### config.mk
export PLATFORM = sky130hd
export DESIGN_NAME = weightStore
export DESIGN_NICKNAME = d
export VERILOG_FILES = /design/src/rtl/nnPkg.sv /design/src/rtl/weightStore.sv
export SDC_FILE = /design/constraint.sdc
export NUM_CORES = 1
export LEC_CHECK = 0
export ABC_CLOCK_PERIOD_IN_PS = 2500
export BUFFER_PORTS_ARGS = -buffer_cell sky130_fd_sc_hd__buf_2
export CAP_MARGIN = 10
export CORE_UTILIZATION = 53
export DETAILED_ROUTE_END_ITERATION = 8
export GPL_ROUTABILITY_DRIVEN = 1
export GPL_TIMING_DRIVEN = 0
export HOLD_SLACK_MARGIN = 0.02
export PLACE_DENSITY_LB_ADDON = 0.3
export SKIP_LAST_GASP = 1
export SYNTH_ARGS = -nofsm -noshare
export SYNTH_HDL_FRONTEND = slang
export SYNTH_SLANG_ARGS = --single-unit
### constraint.sdc
create_clock -name clk -period 2.5 [get_ports clk]
set_input_delay 0.5 -clock clk [delete_from_list [all_inputs] [get_ports clk]]
set_output_delay 0.5 -clock clk [all_outputs]
set_load 0.02 [all_outputs]
### src/rtl/nnPkg.sv
`default_nettype none

package nnPkg;

	// ******************************
	// datapath sizes
	// ******************************
	localparam int dataWidth = 8;
	localparam int neuronInputs = 15;
	localparam int neuronCount = 4;
	localparam int neuronIdxWidth = 2;
	localparam int biasWidth = 16;
	localparam int accWidth = 23;
	localparam int fracShift = 6;
	localparam logic [accWidth-1:0] satLimit = accWidth'(8192);
	localparam logic [dataWidth-1:0] satValue = dataWidth'(127);
	localparam logic [neuronIdxWidth-1:0] lastNeuron = neuronIdxWidth'(neuronCount - 1);

	// ******************************
	// register map
	// ******************************
	// all byte addresses, one 32 bit word per register
	localparam logic [11:0] ctrlAddr = 12'h000;
	localparam logic [11:0] statusAddr = 12'h004;
	localparam logic [11:0] inputBase = 12'h040;
	localparam logic [11:0] weightBase = 12'h100;
	localparam logic [11:0] resultBase = 12'h200;

	typedef struct packed {
		logic [11:0] paddr;
		logic psel;
		logic penable;
		logic pwrite;
		logic [31:0] pwdata;
	} apbReq;

	typedef struct packed {
		logic [31:0] prdata;
		logic pready;
		logic pslverr;
	} apbRsp;

	// slot 15 carries the bias, lower slots one weight each
	typedef struct packed {
		logic valid;
		logic [neuronIdxWidth-1:0] neuron;
		logic [3:0] slot;
		logic [biasWidth-1:0] data;
	} weightWrite;

	typedef struct packed {
		logic [neuronInputs-1:0][dataWidth-1:0] weights;
		logic [biasWidth-1:0] bias;
	} neuronParams;

	typedef struct packed {
		logic valid;
		logic [neuronIdxWidth-1:0] neuron;
	} dotIssue;

	typedef struct packed {
		logic valid;
		logic [neuronIdxWidth-1:0] neuron;
		logic [accWidth-1:0] sum;
	} dotResult;

	typedef struct packed {
		logic valid;
		logic [neuronIdxWidth-1:0] neuron;
		logic [dataWidth-1:0] value;
	} activation;

	typedef enum logic [1:0] {
		idle,
		issue,
		drain,
		finish
	} ctrlState;

endpackage

`default_nettype wire

### src/rtl/weightStore.sv
`default_nettype none

module weightStore (
	input wire logic clk,
	input wire logic reset,
	input nnPkg::weightWrite weightWr,
	input nnPkg::dotIssue issueIn,
	output nnPkg::dotIssue issueOut,
	output nnPkg::neuronParams params
);

	nnPkg::neuronParams store [nnPkg::neuronCount];

	always_ff @(posedge clk)
	begin
		if (weightWr.valid)
		begin
			if (weightWr.slot == 4'hF)
				store[weightWr.neuron].bias <= weightWr.data;
			else
				store[weightWr.neuron].weights[weightWr.slot] <=
					weightWr.data[nnPkg::dataWidth-1:0];
		end
	end

	// registered read, the tag follows one cycle later to stay aligned
	always_ff @(posedge clk)
	begin
		params <= store[issueIn.neuron];
		issueOut.neuron <= issueIn.neuron;
		if (reset)
			issueOut.valid <= 1'b0;
		else
			issueOut.valid <= issueIn.valid;
	end

	// host writes are refused while busy, so they never meet an issued neuron
	weightsStableDuringRun: assert property (
		@(posedge clk) disable iff (reset)
		weightWr.valid |-> !issueIn.valid
	);

endmodule

`default_nettype wire

## Yosys cells after proc, flatten, opt, wreduce, memory -nomap -nowiden

Memory sizes are Yosys's and may differ from the RTL's. A register that Yosys moved wholly into a read port is not among the register bits.
Index checks and enable logic that the tools add are counted.

- RAM bits: 544
- Register bits after elaboration: 3
- Logic and storage cells: 15
- Memories: 1
- Output and inout bits: 139

Memories:

| memory | words | width | read ports | clocked after Yosys merged registers in | write ports | RTL line | text |
|---|---|---|---|---|---|---|---|
| store | 4 | 136 | 1 | 1 | 1 | weightStore.sv:12 | `nnPkg::neuronParams store [nnPkg::neuronCount];` |

- Reduce and logical (&&, ||, !) cells: 1
- Muxes and demuxes: 8
- Order comparisons: 2
- Eq/ne operators: 1

Operator list:

| kind | number |
|---|---|
| 120-bit two-way mux | 1 |
| 8-bit demux with 4-bit select | 1 |
| 8-bit two-way mux | 1 |
| 4-bit by 5-bit less-than comparator with 1-bit output, second input constant | 1 |
| 1-bit two-way mux | 5 |
| 4-bit == test, second input constant | 1 |
| 4-bit by 1-bit >= comparator with 1-bit output, second input constant | 1 |
| 1-bit logical AND | 1 |

## Logic depth before layout (Yosys ltp)

Gate-level depths: netlist (run 1).

- Depth after elaboration: 5
- Gate-level depth with buffers: 4
- Mapped depth without buffers: 2

## Worst setup path after synthesis (run 1)

No wires, ideal clock.

- Path type: in2reg
- Start: input weightWr[21] in the netlist's numbering
- End: memory store[1][0] in the netlist's numbering, enable pin
- Arrival: 2.182 ns
- Required time: 2.091 ns
- Path slack: -0.091 ns
- Stages: 4
- Cell sequence: nand2b_1 clkbuf_1 clkbuf_1 nor3_1

RTL lines:

| element | RTL line | text |
|---|---|---|
| start, declared | weightStore.sv:6 | `input nnPkg::weightWrite weightWr,` |
| end, declared | weightStore.sv:12 |  |

No word-level cell before the write port.

## Worst setup path after layout (run 1)

- Start: input weightWr[21] in the netlist's numbering
- End: memory store[0][63] in the netlist's numbering, enable pin

No word-level cell before the write port.

==> reports/metrics.json, run 1 <==
{
  "outcome": {
    "outcome": "finished clean"
  },
  "power_and_ir_drop": {
    "cellPowerDensity_nw_per_um2": 856,
    "internal_power_mw": 18.4,
    "worst_ir_drop_vdd_mv": 0.487,
    "power.static_leakage_nw": 9.16,
    "p_total_mw": 23.1,
    "p_comb_share_pct": 4.4,
    "net-switching-power_mw": 4.67,
    "seq_power_share_pct": 54.3,
    "sw_frac_of_total_pct": 20.2,
    "clock_group_share_of_total_power_pct": 41.4
  },
  "logic_synthesis": {
    "synth-edff-count": 544,
    "synth.lib_cells_used.distinct": 16,
    "seq_area_frac_synth_pct": 83.6,
    "ys_dominant_reg_cell": "sky130_fd_sc_hd__edfxtp_1",
    "syn-num-nets": 973,
    "synth_seq_cells": 683,
    "synth_cells": 945,
    "async_sr_flop_fraction_pct": 0,
    "yosysWarningCount": 0,
    "synth_area_sq_um": 22900,
    "avg_inst_size_synth_sq_um": 24.2
  },
  "finish": {
    "area_delta_synth_final_pct": 17.8,
    "nNetsFinal": 1266,
    "layout.cells.most_common": "sky130_fd_sc_hd__edfxtp_1",
    "antenna-diode-count": 0,
    "layout-drive-gt1-share_pct": 38.0,
    "final_cells": 1831,
    "final_design_area_no_fill_sq_um": 26900,
    "filler_cell_count": 2847,
    "final_cell_mix": "sky130_fd_sc_hd__edfxtp_1, sky130_fd_sc_hd__buf_2, sky130_fd_sc_hd__dfxtp_1, sky130_fd_sc_hd__mux4_2, sky130_fd_sc_hd__clkbuf_16"
  },
  "worst_setup_path": {
    "r2r_start": "store[2][97]",
    "setup.worst_path.class": "input port to register",
    "crit_slowest_cell": "sky130_fd_sc_hd__nor3_1",
    "cp_num_buf_inv": 3,
    "timing.reg2reg.setup_slack_ns": 1.45,
    "crit_start": "weightWr[21]",
    "cp_slowest_stage_delay_ns": 1.02,
    "critical_path.most_common_cell": "sky130_fd_sc_hd__clkbuf_1",
    "critical_path_arrival_ns": 2.61,
    "crit_path_cell_trace": "buf_2 > or2_2 > clkbuf_1 > clkbuf_1 > nor3_1",
    "r2r_end": "params[97]",
    "r2r.worst_path.cells": 1,
    "startpoint_type": "input port",
    "critical_path.max_fanout": 10,
    "critical_path_required_ns": 2.69,
    "critical_path.endpoint_type": "register",
    "cp_top_family": "simple AND/OR/NAND/NOR gates"
  },
  "sta": {
    "maxSlewHeadroom_pct": 13.5,
    "setup_slack_ns": 0.0763,
    "transition_at_the_pin_with_the_smallest_max_transition_slack_ns": 1.29,
    "unrepaired_setup_endpoints_after_global_routing": "yes",
    "fin_worst_skew_ns": 0.0147,
    "setup_violations": 0,
    "max_clock_freq_mhz": 413,
    "report.final.hold_viol_count": 0,
    "drv_slew": 0,
    "totalNegativeSetupSlack_ns": 0,
    "clock_period_minus_worst_slack_ns": 2.42,
    "min_period_over_period_pct": 96.9
  },
  "clock_network": {
    "cts_buffers": 68,
    "cts_hold_buffers": 0,
    "clock-sinks": 683,
    "clock_insertion_delay_worst_skew_ns": 0.58,
    "buffers_inserted_by_post_cts_timing_repair": 0,
    "clkSlewWorstSetupHoldPaths_ns": 0.06,
    "clock_tree.buffer_depth": 3,
    "cts_resized": 0,
    "tritoncts": "built",
    "clk_root_buffer_cell": "sky130_fd_sc_hd__clkbuf_16",
    "htree_num_levels": 3
  },
  "grt": {
    "grt_max_degree": 65,
    "grt_first_pass_wirelength_microns": 65200,
    "antenna_found_initial": 0,
    "vias_in_the_first_global_route": 10345,
    "total_routing_resource_utilization_after_global_routing_pct": 20.6,
    "grt_remaining_overflow": 0
  },
  "route": {
    "via_density_per_instance": 5.61,
    "avg_wl_per_cell_microns": 24.2,
    "num_vias": 10265,
    "detail_route.wirelength_microns": 44200,
    "initialDrtViolationCount": 854,
    "pre_repair_dr_iteration_count": 6,
    "residual_drc_count": 0,
    "ant_nets": 0
  },
  "worst_hold_path": {
    "worst_hold_path.num_cells": 1,
    "hp-class": "input port to register",
    "min-delay-start": "issueIn[1]",
    "whs_endpoint": "issueOut[1]"
  },
  "placement": {
    "placed_area_sq_um": 24600,
    "place.gp.congestion": 0.726,
    "dp.final_hpwl_microns": 26000,
    "placement.setup.worst_slack_ns": -0.630,
    "buffer_ports.inserted": 166,
    "placed_cells": 1672
  },
  "die": {
    "top_level_ports": 167,
    "fp-row-count": 75,
    "die_boundary_height_microns": 210,
    "die_w_microns": 210,
    "coreArea_sq_um": 42200,
    "floorplan.initialDensity_pct": 54.1,
    "overall_die_area_sq_um": 44000
  },
  "run": {
    "max_cap_viol_count": 0
  }
}
[stage by stage]
step / hold slack (ns) / util (%)
2_1_floorplan: 0.528 / -
3_3_place_gp: 0.534 / 57.7
3_5_place_dp: 0.539 / 58.2
4_1_cts: 0.0300 / 63.2
5_1_grt: 0.0373 / 63.8
6_report: 0.0468 / 63.8
[cell usage after synthesis, types with 2 or more instances]
cell | count | area (sq um)
sky130_fd_sc_hd__or2_2 | 2 | 12.5
sky130_fd_sc_hd__buf_2 | 19 | 95.1
sky130_fd_sc_hd__edfxtp_1 | 544 | 16300
sky130_fd_sc_hd__nor3_1 | 61 | 305
sky130_fd_sc_hd__nand2_1 | 2 | 7.51
sky130_fd_sc_hd__dfxtp_1 | 139 | 2780
sky130_fd_sc_hd__clkbuf_1 | 21 | 78.8
sky130_fd_sc_hd__nand3b_1 | 2 | 15.0
sky130_fd_sc_hd__mux4_2 | 136 | 3060
sky130_fd_sc_hd__nand2b_1 | 4 | 25.0
sky130_fd_sc_hd__buf_4 | 3 | 22.5
sky130_fd_sc_hd__nor3_2 | 3 | 30.0
sky130_fd_sc_hd__buf_6 | 6 | 67.6
[cell families after synthesis]
family        count (synthesis)  share of synthesized area, %
flops                       683                          83.6
mux                         136                          13.4
simple gates                 77                          1.82
buf+inv                      49                          1.15
[power groups by stage]
| stage | clock network, mW | logic, mW | registers, mW |
|---|---|---|---|
| 6_report | 9.54 | 1.00 | 12.5 |
| 5_1_grt | 10.2 | 1.07 | 12.5 |
| 4_1_cts | 9.74 | 1.01 | 12.5 |
| 3_5_place_dp | 0 | 1.01 | 12.8 |
| 3_3_place_gp | 0 | 0.981 | 12.7 |
| 2_1_floorplan | 0 | 0.384 | 12.9 |
[flip-flops by register name, indices dropped and copies added, names as in the netlist]
name,count
store,544
issueOut,3
params,136
[worst max path at each step]
stage | end | slack [ns] | cells after the start
floorplan | store[0][0] | 0.02 | 3
global placement | store[0][11] | -1.22 | 4
detailed placement | store[0][126] | -0.63 | 5
CTS | store[0][127] | -0.006 | 5
global route | store[0][134] | -0.003 | 6
finish | store[0][63] | 0.08 | 5
[routing by layer]
layer  track usage (%)  up-vias  wire [microns]
met5                 0        -               0
met4              7.12        0             845
met3              3.59       55            2370
met2              33.2      312           22300
met1              29.0     5401           18700
li1                  -     4497               -
[area by class of cell]
| cell class | count | area, sq um | area share (%) |
|---|---|---|---|
| timing repair buffer | 223 | 1250 | 4.66 |
| buffer | 49 | 264 | 0.980 |
| sequential | 683 | 19100 | 71.0 |
| multi-input combinational | 213 | 3510 | 13.0 |
| clock buffer | 98 | 1970 | 7.32 |
| clock inverter | 26 | 143 | 0.530 |
| tap | 539 | 674 | 2.50 |
(Power assumes the default switching activity.)
==> run 2: changes to the inputs <==
--- a/config.mk
+++ b/config.mk
@@ -5,10 +5,11 @@
 export SDC_FILE = /design/constraint.sdc
 export NUM_CORES = 1
 export LEC_CHECK = 0
+export ABC_AREA = 1
 export ABC_CLOCK_PERIOD_IN_PS = 2500
 export BUFFER_PORTS_ARGS = -buffer_cell sky130_fd_sc_hd__buf_2
 export CAP_MARGIN = 10
-export CORE_UTILIZATION = 53
+export CORE_UTILIZATION = 54
 export DETAILED_ROUTE_END_ITERATION = 8
 export GPL_ROUTABILITY_DRIVEN = 1
 export GPL_TIMING_DRIVEN = 0
==> run 2 against run 1 <==
Maximum frequency increased by 11%. Sequential power about the same. Sequential cell count did not move. Clock-buffer cell count grew 3. Cell count increased by 80%. Largest power group unchanged.
==> reports/metrics.json, run 2 <==
{
  "outcome": {
    "outcome": "finished clean"
  },
  "clock_network": {
    "clk_root_buffer_cell": "sky130_fd_sc_hd__clkbuf_16",
    "clock_insertion_delay_worst_skew_ns": 0.60,
    "tritoncts": "built",
    "cts_hold_buffers": 0,
    "htree_num_levels": 3,
    "cts_resized": 0,
    "clkSlewWorstSetupHoldPaths_ns": 0.06,
    "clock_tree.buffer_depth": 3,
    "clock-sinks": 683,
    "cts_buffers": 69,
    "buffers_inserted_by_post_cts_timing_repair": 0
  },
  "route": {
    "detail_route.wirelength_microns": 57400,
    "initialDrtViolationCount": 1621,
    "via_density_per_instance": 5.01,
    "ant_nets": 0,
    "pre_repair_dr_iteration_count": 6,
    "num_vias": 16482,
    "avg_wl_per_cell_microns": 17.4,
    "residual_drc_count": 0
  },
  "finish": {
    "layout.cells.most_common": "sky130_fd_sc_hd__nand2_1",
    "final_cells": 3292,
    "largest_register_ff_count": 544,
    "filler_cell_count": 3440,
    "registers_with_the_most_flip_flops": "store x544, params x136, issueOut x3",
    "final_cell_mix": "sky130_fd_sc_hd__nand2_1, sky130_fd_sc_hd__inv_1, sky130_fd_sc_hd__edfxtp_1, sky130_fd_sc_hd__nand3_1, sky130_fd_sc_hd__buf_2",
    "final_design_area_no_fill_sq_um": 30000,
    "area_delta_synth_final_pct": 15.6,
    "layout-drive-gt1-share_pct": 13.5,
    "nNetsFinal": 2655,
    "largest-register": "store",
    "utilization_pct": 63.9
  },
  "grt": {
    "grt_remaining_overflow": 0,
    "vias_in_the_first_global_route": 16038,
    "grtUsageMet3_pct": 3.69,
    "gr-usage-met1_pct": 30.7,
    "top_usage_layer": "met2",
    "grt_first_pass_wirelength_microns": 87300,
    "grt_max_degree": 43,
    "total_routing_resource_utilization_after_global_routing_pct": 23.6,
    "global_route.usage.met2_pct": 39.5,
    "antenna_found_initial": 3
  },
  "logic_synthesis": {
    "avg_inst_size_synth_sq_um": 10.9,
    "synth.top_cells.by_area": "sky130_fd_sc_hd__edfxtp_1, sky130_fd_sc_hd__dfxtp_1, sky130_fd_sc_hd__nand2_1",
    "netlist.area_leader.share_pct": 63.0,
    "synth_top_area_cell": "sky130_fd_sc_hd__edfxtp_1",
    "synth-edff-count": 544,
    "yosysWarningCount": 0,
    "synth.lib_cells_used.distinct": 13,
    "ys_dominant_reg_cell": "sky130_fd_sc_hd__edfxtp_1",
    "synth_cells": 2377,
    "syn-num-nets": 2405,
    "synth_area_sq_um": 25900,
    "synth.most_common_cell": "sky130_fd_sc_hd__nand2_1",
    "synth_commonest_cells": "sky130_fd_sc_hd__nand2_1, sky130_fd_sc_hd__inv_1, sky130_fd_sc_hd__edfxtp_1",
    "async_sr_flop_fraction_pct": 0,
    "seq_area_frac_synth_pct": 73.7,
    "synth_seq_cells": 683
  },
  "die": {
    "die_boundary_height_microns": 221,
    "coreArea_sq_um": 47000,
    "fp-row-count": 79,
    "top_level_ports": 167,
    "floorplan.initialDensity_pct": 55.3,
    "overall_die_area_sq_um": 48900,
    "die_w_microns": 221
  },
  "sta": {
    "clock_period_minus_worst_slack_ns": 2.17,
    "fin_worst_skew_ns": 0.0132,
    "min_period_over_period_pct": 87.0,
    "drv_slew": 0,
    "report.final.hold_viol_count": 0,
    "setup_slack_ns": 0.325,
    "transition_at_the_pin_with_the_smallest_max_transition_slack_ns": 1.16,
    "setup_violations": 0,
    "unrepaired_setup_endpoints_after_global_routing": "no",
    "max_clock_freq_mhz": 460,
    "totalNegativeSetupSlack_ns": 0,
    "maxSlewHeadroom_pct": 22.1
  },
  "placement": {
    "placed_cells": 3159,
    "place.gp.congestion": 0.816,
    "placement.setup.worst_slack_ns": -0.302,
    "dp.final_hpwl_microns": 36600,
    "placed_area_sq_um": 27700,
    "buffer_ports.inserted": 166
  },
  "run": {
    "max_cap_viol_count": 0
  },
  "worst_setup_path": {
    "setup.worst_path.class": "input port to register",
    "critical_path.endpoint_type": "register",
    "critical_path_arrival_ns": 2.38,
    "cp_slowest_stage_delay_ns": 0.84,
    "startpoint_type": "input port",
    "crit_path_cell_trace": "buf_2 > inv_1 > nand2_1 > clkbuf_1 > nor2_2",
    "crit_slowest_cell": "sky130_fd_sc_hd__nor2_2",
    "critical_path.max_fanout": 16,
    "critical_path_required_ns": 2.71
  },
  "power_and_ir_drop": {
    "power.static_leakage_nw": 13.6,
    "cellPowerDensity_nw_per_um2": 800,
    "worst_ir_drop_vdd_mv": 0.491
  },
  "worst_hold_path": {
    "hp-class": "input port to register"
  }
}
## run 2: worst paths after layout
check,from,slack [ns],endpoint,cells past startpoint
max,weightWr[20],0.33,store[2][12],5
min,reset,0.06,issueOut[2],2
min reg2reg,store[0][125],0.54,params[125],4
max reg2reg,store[0][62],1.66,params[62],4
## run 2: where the power goes
| group | switching [mW] | internal [mW] | leakage, nW |
|---|---|---|---|
| clock network | 4.11 | 6.00 | 1.11 |
| logic | 1.01 | 0.363 | 6.46 |
| registers | 0.0541 | 12.5 | 6.07 |
## run 2: per-layer routing
metal | vias to the layer above | share of wire, %
met3 | 129 | 6.9
met1 | 7795 | 41
met2 | 626 | 49
li1 | 7930 | -
met5 | - | 0.023
met4 | 2 | 3.2
## run 2: cells by family (layout without fill, tap and decap cells)
kind of cell | Yosys count | count (layout) | synth area share (%)
and+or+nand+nor | 1046 | 1046 | 16.5
buffers and inverters | 648 | 952 | 9.78
DFF | 683 | 683 | 73.7
other | 0 | 4 | 0
## run 2: worst max-delay path, delay by kind of cell
| family | cells | cell delay (ns) |
|---|---|---|
| buffers and inverters | 3 | 0.71 |
| AND/OR/NAND/NOR | 2 | 1.16 |
## run 2: area by class of cell
type | count | area [sq um] | share of cell area [%]
Tap cell | 607 | 759 | 2.53
Multi-Input combinational cell | 1046 | 4300 | 14.3
Timing Repair Buffer | 179 | 1030 | 3.43
Inverter | 554 | 2080 | 6.93
Clock buffer | 101 | 2040 | 6.81
Sequential cell | 683 | 19100 | 63.7
Antenna cell | 4 | 10.0 | 0.0334
Clock inverter | 24 | 208 | 0.692
Buffer | 94 | 459 | 1.53
## run 2: metrics by stage
stage	hold WS [ns]	total power, mW
after floorplan	0.499	13.5
after global placement	0.518	14.1
after CTS	0.0325	24.1
after detailed placement	0.527	14.1
after global routing	0.0495	24.7
final	0.0606	24.0
==> run 3: changes to the inputs <==
--- a/config.mk
+++ b/config.mk
@@ -5,16 +5,16 @@
 export SDC_FILE = /design/constraint.sdc
 export NUM_CORES = 1
 export LEC_CHECK = 0
-export ABC_AREA = 1
+export ABC_AREA = 0
 export ABC_CLOCK_PERIOD_IN_PS = 2500
 export BUFFER_PORTS_ARGS = -buffer_cell sky130_fd_sc_hd__buf_2
 export CAP_MARGIN = 10
-export CORE_UTILIZATION = 54
+export CORE_UTILIZATION = 53
 export DETAILED_ROUTE_END_ITERATION = 8
 export GPL_ROUTABILITY_DRIVEN = 1
 export GPL_TIMING_DRIVEN = 0
 export HOLD_SLACK_MARGIN = 0.02
-export PLACE_DENSITY_LB_ADDON = 0.3
+export PLACE_DENSITY_LB_ADDON = 0.2
 export SKIP_LAST_GASP = 1
 export SYNTH_ARGS = -nofsm -noshare
 export SYNTH_HDL_FRONTEND = slang
==> run 3 against run 2 <==
Clock-buffer cell count up 4. Maximum frequency down 6.5%. Combinational power down 26%. Critical path type unchanged.
==> reports/metrics.json, run 3 (synthesized netlist as in run 1, its figures left out) <==
{
  "placement": {
    "placed_area_sq_um": 24600,
    "placed_cells": 1674,
    "placement.setup.worst_slack_ns": -0.619,
    "dp.final_hpwl_microns": 25700,
    "buffer_ports.inserted": 166,
    "place.gp.congestion": 0.717
  },
  "worst_setup_path": {
    "critical_path_arrival_ns": 2.52,
    "r2r.worst_path.cells": 1,
    "crit_start": "weightWr[21]",
    "critical_path_required_ns": 2.69,
    "critical_path.max_fanout": 10,
    "r2r_end": "params[97]",
    "critical_path.endpoint_type": "register",
    "setup.worst_path.class": "input port to register",
    "r2r_start": "store[0][97]",
    "startpoint_type": "input port",
    "timing.reg2reg.setup_slack_ns": 1.46
  },
  "route": {
    "initialDrtViolationCount": 726,
    "detail_route.wirelength_microns": 43700,
    "via_density_per_instance": 5.54,
    "avg_wl_per_cell_microns": 24.0,
    "num_vias": 10095,
    "residual_drc_count": 0,
    "ant_nets": 0,
    "pre_repair_dr_iteration_count": 5
  },
  "worst_hold_path": {
    "min-delay-start": "issueIn[1]",
    "worst_hold_path.num_cells": 1,
    "hp-class": "input port to register",
    "whs_endpoint": "issueOut[1]"
  },
  "finish": {
    "registers_with_the_most_flip_flops": "store x544, params x136, issueOut x3",
    "utilization_pct": 63.9,
    "nNetsFinal": 1257,
    "layout-drive-gt1-share_pct": 37.6,
    "largest_register_ff_count": 544,
    "layout.cells.most_common": "sky130_fd_sc_hd__edfxtp_1",
    "area_delta_synth_final_pct": 18.1,
    "filler_cell_count": 2845,
    "final_cells": 1823,
    "final_design_area_no_fill_sq_um": 27000,
    "largest-register": "store",
    "final_cell_mix": "sky130_fd_sc_hd__edfxtp_1, sky130_fd_sc_hd__buf_2, sky130_fd_sc_hd__dfxtp_1, sky130_fd_sc_hd__mux4_2, sky130_fd_sc_hd__clkbuf_16"
  },
  "run": {
    "max_cap_viol_count": 0
  },
  "grt": {
    "antenna_found_initial": 1,
    "total_routing_resource_utilization_after_global_routing_pct": 20.4,
    "grt_remaining_overflow": 0,
    "grt_max_degree": 65,
    "grt_first_pass_wirelength_microns": 64900,
    "vias_in_the_first_global_route": 10273
  },
  "clock_network": {
    "clock_insertion_delay_worst_skew_ns": 0.57,
    "htree_num_levels": 3,
    "cts_buffers": 68,
    "clock_tree.buffer_depth": 3,
    "clk_root_buffer_cell": "sky130_fd_sc_hd__clkbuf_16",
    "clkSlewWorstSetupHoldPaths_ns": 0.06,
    "tritoncts": "built",
    "clock-sinks": 683
  },
  "die": {
    "coreArea_sq_um": 42200,
    "die_boundary_height_microns": 210,
    "floorplan.initialDensity_pct": 54.1,
    "top_level_ports": 167,
    "die_w_microns": 210,
    "fp-row-count": 75,
    "overall_die_area_sq_um": 44000
  },
  "sta": {
    "min_period_over_period_pct": 93.1,
    "drv_slew": 0,
    "max_clock_freq_mhz": 430,
    "setup_violations": 0,
    "totalNegativeSetupSlack_ns": 0,
    "transition_at_the_pin_with_the_smallest_max_transition_slack_ns": 1.27,
    "clock_period_minus_worst_slack_ns": 2.33,
    "report.final.hold_viol_count": 0,
    "maxSlewHeadroom_pct": 14.9,
    "fin_worst_skew_ns": 0.0121,
    "fin_worst_hold_slack_ns": 0.0474,
    "setup_slack_ns": 0.173,
    "unrepaired_setup_endpoints_after_global_routing": "no"
  },
  "power_and_ir_drop": {
    "p_total_mw": 23.3,
    "worst_ir_drop_vdd_mv": 0.438,
    "power.static_leakage_nw": 9.15,
    "cellPowerDensity_nw_per_um2": 863
  },
  "outcome": {
    "outcome": "finished clean"
  }
}
==> run 3: cell count changes in the layout (fill, tap and decap cells not counted), sizes merged, moves of 3 or more <==
cell / delta
clkbuf: +17
nand2: -694
nand2b: +4
inv: -557
mux4: +136
nand3: -277
nor2: -60
buf: -23
diode: -3
nor3: +52
==> run 3: area by class of cell <==
cell class | count | area, sq um | share of cell area, %
clock buffers | 105 | 2000 | 7.40
plain buffers | 49 | 264 | 0.978
well taps | 539 | 674 | 2.50
flip-flops and latches | 683 | 19100 | 70.8
multi-input cells | 213 | 3550 | 13.2
clock inverters | 19 | 164 | 0.607
diodes | 1 | 2.50 | 0.00927
repair buffers | 214 | 1220 | 4.52
==> run 3: worst max-delay path by stage <==
stage and to:
2_1_floorplan store[0][0], 3_3_place_gp store[0][14], 3_5_place_dp store[0][50], 4_1_cts store[1][64]
5_1_grt store[1][116], 6_report store[1][112]
==> run 3: critical path, cell delays in order <==
cell,delay [ns]
sky130_fd_sc_hd__buf_2,0.13
sky130_fd_sc_hd__nand2b_1,0.14
sky130_fd_sc_hd__clkbuf_1,0.25
sky130_fd_sc_hd__clkbuf_1,0.45
sky130_fd_sc_hd__nor3_1,1.04
==> run 3: routing by layer <==
| metal | global-route usage (%) | routed length, microns |
|---|---|---|
| met3 | 3.85 | 2400 |
| met4 | 6.24 | 747 |
| met5 | 0 | 0 |
| met1 | 29.3 | 19000 |
| met2 | 32.3 | 21600 |
==> run 3: what timing repair did <==
item,4_1_cts,5_1_grt
hold buffers,0,0
resized for setup,1,0
endpoints found under the setup margin,8,0
setup buffers,0,0
==> run 3: power by group <==
part           switching (mW)  internal [mW]  total, mW
sequential             0.0606           12.4       12.5
clock                    3.96           5.81       9.78
combinational           0.643          0.366       1.01
